`src/verilog/axi_read_config.svh`:
```
//////////////////////////////////////////////////
// Size settings for the AXI read master
// MAX_BURST_BEATS must be a power of two, 256 at most
// One burst must not cross 4096 bytes
// MAX_OUTSTANDING times the burst sets the buffer depth
//////////////////////////////////////////////////

`ifndef AXI_READ_CONFIG_SVH
`define AXI_READ_CONFIG_SVH

// Bus address width in bits
`define AXI_ADDR_WIDTH 32

// Data word width in bits, 4 bytes per beat
`define AXI_DATA_WIDTH 32

// Width of the byte count on the control side
`define XFER_SIZE_WIDTH 16

// Beats in one full burst
// Beats times bytes per word stays at or below 4096
`define MAX_BURST_BEATS 16

// Bursts issued but not yet drained from the stream
`define MAX_OUTSTANDING 4

`endif

```
`src/verilog/axi_read_pkg.sv`:
```
//////////////////////////////////////////////////
// Derived constants and the shared length type
// All values follow from the config header
//////////////////////////////////////////////////

`include "axi_read_config.svh"

package axi_read_pkg;

  //////////////////////////////////////////////////
  // Derived sizes
  //////////////////////////////////////////////////
  localparam int DW_BYTES          = `AXI_DATA_WIDTH / 8;
  localparam int LOG_DW_BYTES      = $clog2(DW_BYTES);
  localparam int LOG_BURST         = $clog2(`MAX_BURST_BEATS);
  localparam int BURST_BYTES       = DW_BYTES * `MAX_BURST_BEATS;
  // Word count minus one, after dropping the byte offset bits
  localparam int LEN_WIDTH         = `XFER_SIZE_WIDTH - LOG_DW_BYTES;
  // Upper part of the word count selects the burst
  localparam int XACT_WIDTH        = LEN_WIDTH - LOG_BURST;
  // Vacancy counter has to reach MAX_OUTSTANDING itself
  localparam int OUTSTANDING_WIDTH = $clog2(`MAX_OUTSTANDING + 1);
  // Room for every outstanding burst, power of two
  localparam int FIFO_DEPTH        = 2 ** $clog2(`MAX_BURST_BEATS * `MAX_OUTSTANDING);
  localparam int FIFO_AWIDTH       = $clog2(FIFO_DEPTH);

  //////////////////////////////////////////////////
  // Length word, flat or split into bursts
  //////////////////////////////////////////////////
  typedef struct packed {
    logic [XACT_WIDTH-1:0] bursts;    // Full bursts beyond the first
    logic [LOG_BURST-1:0]  last_len;  // Final burst beats minus one
  } rd_len_fields_s;

  typedef union packed {
    logic [LEN_WIDTH-1:0] words;      // Total words minus one
    rd_len_fields_s       fields;
  } rd_len_u;

endpackage

```
`src/verilog/axi_read_master.sv`:
```
//////////////////////////////////////////////////
// AXI read master with stream output
// New command only after ctrl_done, byte count above zero
//////////////////////////////////////////////////

`include "axi_read_config.svh"

module axi_read_master (
  input  logic                        aclk,
  input  logic                        areset,
  // Control
  input  logic                        ctrl_start,
  output logic                        ctrl_done,
  input  logic [`AXI_ADDR_WIDTH-1:0]  ctrl_addr_offset,
  input  logic [`XFER_SIZE_WIDTH-1:0] ctrl_xfer_size_in_bytes,
  // Read address channel
  output logic                        m_axi_arvalid,
  input  logic                        m_axi_arready,
  output logic [`AXI_ADDR_WIDTH-1:0]  m_axi_araddr,
  output logic [7:0]                  m_axi_arlen,
  // Read data channel
  input  logic                        m_axi_rvalid,
  output logic                        m_axi_rready,
  input  logic [`AXI_DATA_WIDTH-1:0]  m_axi_rdata,
  input  logic                        m_axi_rlast,
  // Output stream
  output logic                        m_axis_tvalid,
  input  logic                        m_axis_tready,
  output logic [`AXI_DATA_WIDTH-1:0]  m_axis_tdata,
  output logic                        m_axis_tlast
);

  import axi_read_pkg::*;

  logic                       cmd_load;
  logic [`AXI_ADDR_WIDTH-1:0] cmd_addr;
  rd_len_u                    cmd_len;
  logic                       burst_retired;

  // Buffer always has room for the bursts in flight
  assign m_axi_rready = 1'b1;

  read_cmd_decode i_decode (
    .aclk                    (aclk),
    .areset                  (areset),
    .ctrl_start              (ctrl_start),
    .ctrl_addr_offset        (ctrl_addr_offset),
    .ctrl_xfer_size_in_bytes (ctrl_xfer_size_in_bytes),
    .cmd_load                (cmd_load),
    .cmd_addr                (cmd_addr),
    .cmd_len                 (cmd_len)
  );

  read_addr_issue i_issue (
    .aclk          (aclk),
    .areset        (areset),
    .cmd_load      (cmd_load),
    .cmd_addr      (cmd_addr),
    .cmd_len       (cmd_len),
    .burst_retired (burst_retired),
    .m_axi_arvalid (m_axi_arvalid),
    .m_axi_arready (m_axi_arready),
    .m_axi_araddr  (m_axi_araddr),
    .m_axi_arlen   (m_axi_arlen)
  );

  read_return_buffer i_return (
    .aclk          (aclk),
    .areset        (areset),
    .cmd_load      (cmd_load),
    .cmd_len       (cmd_len),
    .m_axi_rvalid  (m_axi_rvalid),
    .m_axi_rdata   (m_axi_rdata),
    .m_axi_rlast   (m_axi_rlast),
    .m_axis_tvalid (m_axis_tvalid),
    .m_axis_tready (m_axis_tready),
    .m_axis_tdata  (m_axis_tdata),
    .m_axis_tlast  (m_axis_tlast),
    .burst_retired (burst_retired),
    .ctrl_done     (ctrl_done)
  );

endmodule

```
`src/verilog/read_addr_issue.sv`:
```
//////////////////////////////////////////////////
// Read address channel driver
// Full bursts first, the final burst may be short
// At most MAX_OUTSTANDING bursts held by the stream
//////////////////////////////////////////////////

`include "axi_read_config.svh"

module read_addr_issue (
  input  logic                       aclk,
  input  logic                       areset,
  input  logic                       cmd_load,
  input  logic [`AXI_ADDR_WIDTH-1:0] cmd_addr,
  input  axi_read_pkg::rd_len_u      cmd_len,
  input  logic                       burst_retired,
  output logic                       m_axi_arvalid,
  input  logic                       m_axi_arready,
  output logic [`AXI_ADDR_WIDTH-1:0] m_axi_araddr,
  output logic [7:0]                 m_axi_arlen
);

  import axi_read_pkg::*;

  localparam logic [7:0] FULL_ARLEN = 8'(`MAX_BURST_BEATS - 1);
  localparam logic [OUTSTANDING_WIDTH-1:0] VACANCY_INIT =
    OUTSTANDING_WIDTH'(`MAX_OUTSTANDING);

  logic                         ar_idle;
  logic                         arxfer;
  logic                         ar_final;
  logic                         ar_done;
  logic                         stall_ar;
  logic [XACT_WIDTH-1:0]        ar_to_go;
  logic [OUTSTANDING_WIDTH-1:0] vacancy;

  assign arxfer   = m_axi_arvalid & m_axi_arready;
  assign ar_final = (ar_to_go == '0);
  assign ar_done  = ar_final & arxfer;
  assign stall_ar = (vacancy == '0);

  // Final burst takes the short length
  assign m_axi_arlen = ar_final ? 8'(cmd_len.fields.last_len) : FULL_ARLEN;

  //////////////////////////////////////////////////
  // Control state
  //////////////////////////////////////////////////
  always_ff @(posedge aclk) begin
    if (areset) begin
      ar_idle <= 1'b1;
    end else if (cmd_load) begin
      ar_idle <= 1'b0;
    end else if (ar_done) begin
      ar_idle <= 1'b1;
    end
  end

  // Valid rises one cycle after issue is allowed, drops after a handshake
  always_ff @(posedge aclk) begin
    if (areset) begin
      m_axi_arvalid <= 1'b0;
    end else if (!ar_idle && !stall_ar && !m_axi_arvalid) begin
      m_axi_arvalid <= 1'b1;
    end else if (m_axi_arready) begin
      m_axi_arvalid <= 1'b0;
    end
  end

  // Bursts still to issue, after the current one
  always_ff @(posedge aclk) begin
    if (areset) begin
      ar_to_go <= '0;
    end else if (cmd_load) begin
      ar_to_go <= cmd_len.fields.bursts;
    end else if (arxfer && !ar_final) begin
      ar_to_go <= ar_to_go - 1'b1;
    end
  end

  // Free slots, down on handshake, up on retire
  always_ff @(posedge aclk) begin
    if (areset) begin
      vacancy <= VACANCY_INIT;
    end else begin
      case ({arxfer, burst_retired})
        2'b10:   vacancy <= vacancy - 1'b1;
        2'b01:   vacancy <= vacancy + 1'b1;
        default: vacancy <= vacancy;
      endcase
    end
  end

  // Address walks one burst per handshake
  always_ff @(posedge aclk) begin
    if (cmd_load) begin
      m_axi_araddr <= cmd_addr;
    end else if (arxfer) begin
      m_axi_araddr <= m_axi_araddr + `AXI_ADDR_WIDTH'(BURST_BYTES);
    end
  end

  //////////////////////////////////////////////////
  // Checks
  //////////////////////////////////////////////////
  a_ar_stable: assert property (
    @(posedge aclk) disable iff (areset)
    m_axi_arvalid && !m_axi_arready |=>
      m_axi_arvalid && $stable(m_axi_araddr) && $stable(m_axi_arlen)
  );

  // Retires only come for bursts that were issued
  a_vacancy_max: assert property (
    @(posedge aclk) disable iff (areset)
    vacancy <= VACANCY_INIT
  );

endmodule

```
`src/verilog/read_cmd_decode.sv`:
```
//////////////////////////////////////////////////
// Command capture for the read master
// Byte count of zero is not supported
// Start address is aligned down to a burst boundary
//////////////////////////////////////////////////

`include "axi_read_config.svh"

module read_cmd_decode (
  input  logic                        aclk,
  input  logic                        areset,
  input  logic                        ctrl_start,
  input  logic [`AXI_ADDR_WIDTH-1:0]  ctrl_addr_offset,
  input  logic [`XFER_SIZE_WIDTH-1:0] ctrl_xfer_size_in_bytes,
  output logic                        cmd_load,
  output logic [`AXI_ADDR_WIDTH-1:0]  cmd_addr,
  output axi_read_pkg::rd_len_u       cmd_len
);

  import axi_read_pkg::*;

  // Offset bits inside one burst
  localparam logic [`AXI_ADDR_WIDTH-1:0] ADDR_MASK = `AXI_ADDR_WIDTH'(BURST_BYTES - 1);

  logic                 start_d1;
  logic                 byte_rem;
  logic [LEN_WIDTH-1:0] whole_words;

  // Count bytes beyond the last whole word
  assign byte_rem    = |ctrl_xfer_size_in_bytes[LOG_DW_BYTES-1:0];
  assign whole_words = ctrl_xfer_size_in_bytes[LOG_DW_BYTES +: LEN_WIDTH];

  //////////////////////////////////////////////////
  // Command registers
  //////////////////////////////////////////////////
  always_ff @(posedge aclk) begin
    if (ctrl_start) begin
      // Round up, then store as words minus one
      cmd_len.words <= byte_rem ? whole_words : whole_words - 1'b1;
      cmd_addr      <= ctrl_addr_offset & ~ADDR_MASK;
    end
  end

  // Two stage delay of the start pulse
  always_ff @(posedge aclk) begin
    if (areset) begin
      start_d1 <= 1'b0;
      cmd_load <= 1'b0;
    end else begin
      start_d1 <= ctrl_start;
      cmd_load <= start_d1;
    end
  end

  // A second load right after the first would restart the stages mid setup
  a_single_load: assert property (
    @(posedge aclk) disable iff (areset)
    cmd_load |=> !cmd_load
  );

endmodule

```
`src/verilog/read_return_buffer.sv`:
```
//////////////////////////////////////////////////
// Read data buffer feeding the output stream
// Depth holds every outstanding burst, so rready stays high
// Done may come while data is still buffered
//////////////////////////////////////////////////

`include "axi_read_config.svh"

module read_return_buffer (
  input  logic                       aclk,
  input  logic                       areset,
  input  logic                       cmd_load,
  input  axi_read_pkg::rd_len_u      cmd_len,
  input  logic                       m_axi_rvalid,
  input  logic [`AXI_DATA_WIDTH-1:0] m_axi_rdata,
  input  logic                       m_axi_rlast,
  output logic                       m_axis_tvalid,
  input  logic                       m_axis_tready,
  output logic [`AXI_DATA_WIDTH-1:0] m_axis_tdata,
  output logic                       m_axis_tlast,
  output logic                       burst_retired,
  output logic                       ctrl_done
);

  import axi_read_pkg::*;

  // Entry is the last flag on top of the data word
  logic [`AXI_DATA_WIDTH:0] mem [FIFO_DEPTH];

  // Extra top bit tells full from empty
  logic [FIFO_AWIDTH:0]  wr_ptr;
  logic [FIFO_AWIDTH:0]  rd_ptr;
  logic                  fifo_full;
  logic                  fifo_empty;
  logic                  wr_en;
  logic                  rd_en;
  logic                  rlast_xfer;
  logic                  r_final;
  logic [XACT_WIDTH-1:0] r_to_go;

  //////////////////////////////////////////////////
  // Buffer
  //////////////////////////////////////////////////
  assign fifo_empty = (wr_ptr == rd_ptr);
  assign fifo_full  = (wr_ptr[FIFO_AWIDTH] != rd_ptr[FIFO_AWIDTH]) &&
                      (wr_ptr[FIFO_AWIDTH-1:0] == rd_ptr[FIFO_AWIDTH-1:0]);

  // Every beat on the read channel is taken
  assign wr_en = m_axi_rvalid;
  assign rd_en = m_axis_tvalid & m_axis_tready;

  always_ff @(posedge aclk) begin
    if (wr_en) begin
      mem[wr_ptr[FIFO_AWIDTH-1:0]] <= {m_axi_rlast, m_axi_rdata};
    end
  end

  always_ff @(posedge aclk) begin
    if (areset) begin
      wr_ptr <= '0;
      rd_ptr <= '0;
    end else begin
      if (wr_en) begin
        wr_ptr <= wr_ptr + 1'b1;
      end
      if (rd_en) begin
        rd_ptr <= rd_ptr + 1'b1;
      end
    end
  end

  // Head entry shows without a read request
  assign m_axis_tvalid = !fifo_empty;
  assign {m_axis_tlast, m_axis_tdata} = mem[rd_ptr[FIFO_AWIDTH-1:0]];

  // One slot back to the issue stage per drained burst
  assign burst_retired = rd_en & m_axis_tlast;

  //////////////////////////////////////////////////
  // Completion
  //////////////////////////////////////////////////
  assign rlast_xfer = m_axi_rvalid & m_axi_rlast;
  assign r_final    = (r_to_go == '0);

  // Bursts still to return after the current one
  always_ff @(posedge aclk) begin
    if (areset) begin
      r_to_go <= '0;
    end else if (cmd_load) begin
      r_to_go <= cmd_len.fields.bursts;
    end else if (rlast_xfer && !r_final) begin
      r_to_go <= r_to_go - 1'b1;
    end
  end

  // Single pulse on the final rlast
  always_ff @(posedge aclk) begin
    if (areset) begin
      ctrl_done <= 1'b0;
    end else begin
      ctrl_done <= rlast_xfer & r_final;
    end
  end

  // Relies on the outstanding limit in the issue stage
  a_no_overflow: assert property (
    @(posedge aclk) disable iff (areset)
    m_axi_rvalid |-> !fifo_full
  );

endmodule
```
`config.mk`:
```
export PLATFORM = sky130hd
export DESIGN_NAME = axi_read_master
export DESIGN_NICKNAME = d
export VERILOG_FILES = /design/src/verilog/axi_read_pkg.sv /design/src/verilog/axi_read_master.sv /design/src/verilog/read_addr_issue.sv /design/src/verilog/read_cmd_decode.sv /design/src/verilog/read_return_buffer.sv
export VERILOG_INCLUDE_DIRS = /design/src /design/src/verilog
export SDC_FILE = /design/constraint.sdc
export NUM_CORES = 2
export LEC_CHECK = 0
export BUFFER_PORTS_ARGS = -buffer_cell sky130_fd_sc_hd__buf_2
export CAP_MARGIN = 40
export CORE_MARGIN = 4
export CORE_UTILIZATION = 35
export DETAILED_ROUTE_END_ITERATION = 6
export SLEW_MARGIN = 20
export SYNTH_ARGS = -nofsm -noshare
export SYNTH_HDL_FRONTEND = slang
export SYNTH_SLANG_ARGS = --single-unit
```
`constraint.sdc`:
```
create_clock -name aclk -period 6.2 [get_ports aclk]
set_input_delay 0.93 -clock aclk [delete_from_list [all_inputs] [get_ports aclk]]
set_output_delay 0.93 -clock aclk [all_outputs]
set_load 0.02 [all_outputs]
```
# Yosys cells after proc, flatten, opt, wreduce, memory -nomap -nowiden
# Memory sizes are Yosys's and may differ from the RTL's. A register that Yosys moved wholly into a read port is not among the register bits.
# Index checks and enable logic that the tools add are counted.
[word_totals]
wordCells = 69
ram_bits = 2112
output_inout_bits = 77
in_bits = 87
ff_bits = 114
n_memories = 1
[classes]
addsub = 8
bitwise_logic = 6
n_reduce_logical = 20
muxes = 17
eq_ne = 3
[memory_table]
columns = ["name", "depth", "word_bits", "rd", "rd_clocked_by_memory_dff", "wr", "line", "text"]
rows = [
  ["i_return.mem", 64, 33, 1, 1, 1, "read_return_buffer.sv:28", "logic [`AXI_DATA_WIDTH:0] mem [FIFO_DEPTH];"],
]
[op_table]
columns = ["operator", "count"]
rows = [
  ["2-to-1 mux 32 bit", 2],
  ["2-to-1 mux 10 bit", 4],
  ["adder 32 x 7 -> 32 bit, second input constant", 1],
  ["zero test 10 bit", 2],
  ["subtractor 10 x 1 -> 10 bit, second input constant", 2],
  ["adder 7 x 1 -> 7 bit, second input constant", 2],
  ["2-to-1 mux 14 bit", 1],
  ["subtractor 14 x 1 -> 14 bit, second input constant", 1],
  ["2-to-1 mux 6 bit", 2],
  ["nonzero test 2 bit", 6],
  ["equality test 7 bit", 1],
  ["AND 1 bit", 6],
  ["zero test 1 bit", 6],
  ["2-to-1 mux 1 bit", 6],
  ["one-hot mux 3 bit (2 select lines)", 1],
  ["logical AND 1 bit", 4],
  ["2-to-1 mux 4 bit", 1],
  ["adder 3 x 1 -> 3 bit, second input constant", 1],
  ["zero test 3 bit", 1],
  ["subtractor 3 x 1 -> 3 bit, second input constant", 1],
  ["equality test 2 x 1 -> 1 bit, second input constant", 1],
  ["equality test 2 bit, second input constant", 1],
  ["OR reduction 2 bit", 1],
]

# Logic depth before layout (Yosys ltp)
[logic_depth]
depth_word = 6
mapped_depth = 15
depth_no_buf = 11

# Modules after synthesis
# Synthesis repeated with hierarchy kept, for this count alone.
[hier_totals]
hier_cells = 3991
hier_area_um2 = 85949.9
[modules_own_cells]
columns = ["module", "seq_area_each_um2", "n_inst", "area_each_um2", "cells_each"]
rows = [
  ["read_return_buffer", 64041.4, 1, 81667.1, 3616],
  ["read_addr_issue", 1261.2, 1, 2702.6, 283],
  ["read_cmd_decode", 1241.2, 1, 1569.0, 90],
  ["axi_read_master", 0.0, 1, 11.3, 2],
]

# Worst setup path before layout
# OpenSTA, ideal clock, no wires.
[synth_path]
path_kind = "in2reg"
startpoint = "input m_axi_rvalid"
endpoint = "memory i_return.mem[33][0] (netlist bit) (enable)"
slack_ps = 2063
path_buffers = 1
setup_ps = 464
required_time_ps = 5736
path_stages = 3
t_arrival_ps = 3673
path_cell_list = "buf_1 -> nand3_1 -> nor3_1"
[synth_via]
elab_chain_len = 2
[synth_rtl]
columns = ["item", "line", "text"]
rows = [
  ["start: declaration", "axi_read_master.sv:22", "input logic m_axi_rvalid,"],
  ["2-to-1 mux 1 bit", "read_return_buffer.sv:53", "if (wr_en) begin"],
  ["2-to-1 mux 1 bit (not written as such)", "read_return_buffer.sv:54", "mem[wr_ptr[FIFO_AWIDTH-1:0]] <= {m_axi_rlast, m_axi_rdata};"],
  ["end: declaration", "read_return_buffer.sv:28", ""],
]
# No other way between the ends.

==> metrics.txt <==
setup skew after layout roughly 0.026 ns; Min-Delay Endpoint i_decode.cmd_addr[11]; cell depth of the worst hold path 1; combined area of all synthesized cells ~85000 sq um; most repeated library cell on the critical path sky130_fd_sc_hd__a221oi_1; cell type with the largest total area after synthesis sky130_fd_sc_hd__edfxtp_1; standard cell core area 243000 sq um; tightest slew margin relative to the limit 0.3476; vias in the first global route 42254; placed wire-length estimate 129.5 mm; highest ir drop seen on vdd approximately 0.33 mV; Initial DRT Pass Iterations 6; Finish-stage setup viols 0; arrival time worst endpoint about 4.5 ns; initial DRC count 4498; fin crit share 0.8772; reg-to-reg slack, setup approximately 1.7 ns; area fraction of the dominant cell type after synthesis 0.7657; type of the worst setup path flip-flop to output port; top post-synthesis cells by count sky130_fd_sc_hd__edfxtp_1 (2178), sky130_fd_sc_hd__mux4_2 (506), sky130_fd_sc_hd__a22oi_1 (140), sky130_fd_sc_hd__clkbuf_1 (110), sky130_fd_sc_hd__nor2_1 (107); list of cells traversed by the critical path buf_12 -> mux4_2 -> a22oi_1 -> nand2_1 -> a221oi_1 -> a221oi_1 -> buf_2; Root Buffer sky130_fd_sc_hd__clkbuf_16; power density over the cells approximately 330 nW/um^2; Crit path max-delay family compound AO/OA/AOI/OAI gates; clock latency reported for the late side of the worst-skew pair about 0.85 ns; share of flip-flops with an asynchronous set or reset 0; number of port buffers approximately 150; setup_tns 0 ns; overflow left after global routing 0; Crit path required time between 5 and 6 ns; post-synthesis cell count a little under 4000; gr usage total 0.1719; clock slew seen by the registers of the worst setup and hold paths around 0.060 ns; Leak Pwr 29.95 nW; Max Freq about 0.18 GHz; unrepaired setup endpoints after global routing no; max-capacitance violation count 0; largest net degree at the start of global routing 130; CP peak stage delay approximately 0.83 ns; endpoint of the most critical register-to-register path i_issue.vacancy[2]; distinct cell type count of the synthesized netlist just under 60; largest cells by area after synthesis sky130_fd_sc_hd__edfxtp_1 (77%), sky130_fd_sc_hd__mux4_2 (13%), sky130_fd_sc_hd__a22oi_1 (1.2%); number of core rows approximately 180; dominant synthesized flop cell sky130_fd_sc_hd__edfxtp_1; maximum clock insertion buffer count 3; Initial Util 0.3515; final weighted congestion in routability-driven placement ~0.77; number of nets in the final layout ~4400; ports placed on the boundary ~160; number of synthesis warnings 0; most frequent cell after synthesis sky130_fd_sc_hd__edfxtp_1; worst path bufs/invs 2; CP startpoint kind flip-flop; crit path time final ~5.4 ns; largest fanout on the critical path 80; clock tree from TritonCTS yes; total setup buffers inserted after CTS 0; Power Total 32.63 mW; Least-Margin Pin Slew 0.9786 ns; least setup slack across all paths after layout 0.7615 ns; first-pass GRT wire length approximately 310 mm; Max Transition Viols Final 0; Levels on crit path 7; total clock sinks 2226; Vias per Instance between 5 and 6; run status complete, no violations; number of enable-type register cells in the synthesized netlist about 2200; Mean Syn Cell Area 21.68 sq um; DIE HEIGHT about 500 um; per-cell routed wire length between 20 and 30 um; Filler Cell Count between 20000 and 25000; number of hold buffers added after cts 0; fraction of layout instances using a drive strength above 1 0.2820; # DRC 0; Antenna Violating Nets Remaining 0; cts bufs inserted 213; post-synthesis sequential area ratio 0.7769; Die Area 252000 sq um; Min-Delay Startpoint ctrl_addr_offset[11]; class of the most critical hold timing path input port to flip-flop; H-Tree Level Count 4; total length of routed wires around 220 mm; pre-CTS WS 1.554 ns; register bit count reported by yosys around 2200; total via count in the routed design ~42000; FF-to-FF path depth 12; antenna violations before repair 26; area overhead of the layout relative to synthesis 15.58%; CP endpoint kind output port; die width 502.0 um; Slowest cell on crit path sky130_fd_sc_hd__dfxtp_4; count of endpoints failing hold in the final timing report 0; Post-CTS Resized 0
-- cells by family (layout without fill, tap and decap cells) --
family	Yosys count	in the layout	synth area share
AOI/OAI and AO/OA	435	435	0.03811
xor gates and xnor gates	70	70	0.007178
adders and majority gates	8	8	0.001260
buffers and inverters	257	759	0.01456
DFF	2226	2226	0.7769
muxes	544	544	0.1382
other	2	22	0.00008792
and+or+nand+nor	397	397	0.02361
-- stage by stage --
stage	instance area, sq um	hold WS [ns]	utilization	std cells
floorplan	85450	0.4138	-	3948
global placement	90720	0.4176	0.3733	7190
detailed placement	91970	0.4265	0.3785	7248
CTS	98600	0.2050	0.4058	7645
global route	98700	0.2278	0.4062	7655
finish	98720	0.2723	0.4063	7663
-- worst max-delay path by stage --
stage / startpoint / end / slack [ns]
final: flip-flop / m_axis_tdata[16] / 0.76
after CTS: flip-flop / m_axis_tdata[8] / 0.62
after detailed placement: flip-flop / m_axis_tdata[8] / 1.55
after global placement: flip-flop / m_axis_tdata[10] / 1.31
after floorplan: m_axi_rvalid / i_return.mem[33][0] / 2.06
after global routing: flip-flop / m_axis_tdata[4] / 0.63
-- metal layers --
layer,GRT usage,part of all wire
met1,0.2256,0.40
met2,0.2829,0.49
met3,0.03730,0.077
met4,0.06206,0.033
met5,0,0.00034
-- registers in the layout, indices dropped and copies added (netlist names), named ones only --
register / cells
i_decode.cmd_addr: 26
i_issue.m_axi_arvalid: 1
i_issue.ar_to_go: 10
i_return.wr_ptr: 7
i_return.mem: 2112
i_issue.m_axi_araddr: 26
i_decode.cmd_len: 14
i_decode.cmd_load: 1
i_decode.start_d1: 1
i_return.rd_ptr: 7
i_return.r_to_go: 10
i_issue.ar_idle: 1
i_issue.vacancy: 3
i_return.ctrl_done: 1
-- worst register-to-register path, cell delays in order, from the launching register on --
cell and delay, ns:
sky130_fd_sc_hd__dfxtp_4 0.83, sky130_fd_sc_hd__buf_12 0.61, sky130_fd_sc_hd__mux4_2 0.40, sky130_fd_sc_hd__mux2i_1 0.07, sky130_fd_sc_hd__mux2_2 0.28, sky130_fd_sc_hd__a211oi_1 0.52
sky130_fd_sc_hd__o21ba_1 0.31, sky130_fd_sc_hd__ha_1 0.22, sky130_fd_sc_hd__inv_1 0.06, sky130_fd_sc_hd__fa_1 0.37, sky130_fd_sc_hd__xor2_1 0.18, sky130_fd_sc_hd__o21ai_0 0.13
sky130_fd_sc_hd__or3b_2 0.44
-- cell type report --
| class | instances | area, sq um | area share |
|---|---|---|---|
| clock inverters | 132 | 1031 | 0.01044 |
| clock buffers | 265 | 5599 | 0.05672 |
| multi-input cells | 1465 | 18380 | 0.1862 |
| inverters | 20 | 75.07 | 0.0007604 |
| diodes | 11 | 27.53 | 0.0002788 |
| flip-flops and latches | 2226 | 66380 | 0.6724 |
| well taps | 3202 | 4006 | 0.04058 |
| repair buffers | 342 | 3227 | 0.03269 |
-- cells in the final DEF, fill, tap and decap left out, types with 11 or more instances in the layout --
master	count
sky130_fd_sc_hd__or4_1	14
sky130_fd_sc_hd__buf_12	50
sky130_fd_sc_hd__a211oi_1	47
sky130_fd_sc_hd__nand2b_1	12
sky130_fd_sc_hd__o21ai_0	26
sky130_fd_sc_hd__clkbuf_1	48
sky130_fd_sc_hd__clkinv_1	62
sky130_fd_sc_hd__xnor2_1	35
sky130_fd_sc_hd__a21oi_1	53
sky130_fd_sc_hd__clkinv_2	32
sky130_fd_sc_hd__inv_1	20
sky130_fd_sc_hd__a22oi_1	140
sky130_fd_sc_hd__bufinv_16	13
sky130_fd_sc_hd__buf_2	147
sky130_fd_sc_hd__diode_2	11
sky130_fd_sc_hd__mux2_2	26
sky130_fd_sc_hd__nand2_1	82
sky130_fd_sc_hd__a22o_1	36
sky130_fd_sc_hd__xor2_1	35
sky130_fd_sc_hd__buf_4	118
sky130_fd_sc_hd__a221oi_1	74
sky130_fd_sc_hd__mux4_2	506
sky130_fd_sc_hd__nand3_1	22
sky130_fd_sc_hd__conb_1	11
sky130_fd_sc_hd__nor2b_1	74
sky130_fd_sc_hd__nor4_1	14
sky130_fd_sc_hd__o41ai_1	19
sky130_fd_sc_hd__edfxtp_1	2178
sky130_fd_sc_hd__dfxtp_1	42
sky130_fd_sc_hd__nor2_4	63
sky130_fd_sc_hd__nor2_1	42
sky130_fd_sc_hd__buf_16	18
sky130_fd_sc_hd__clkbuf_16	216
sky130_fd_sc_hd__nor3_1	12
sky130_fd_sc_hd__mux2i_1	12
-- power breakdown --
part	internal [mW]	switching (mW)	total (mW)	leakage, nW
Sequential	16.6	0.0655	16.7	20.0
Clock	6.94	5.55	12.5	3.22
Combinational	1.57	1.89	3.46	6.71
Total	25.1	7.51	32.6	30.0
(Power assumes the default switching activity.)
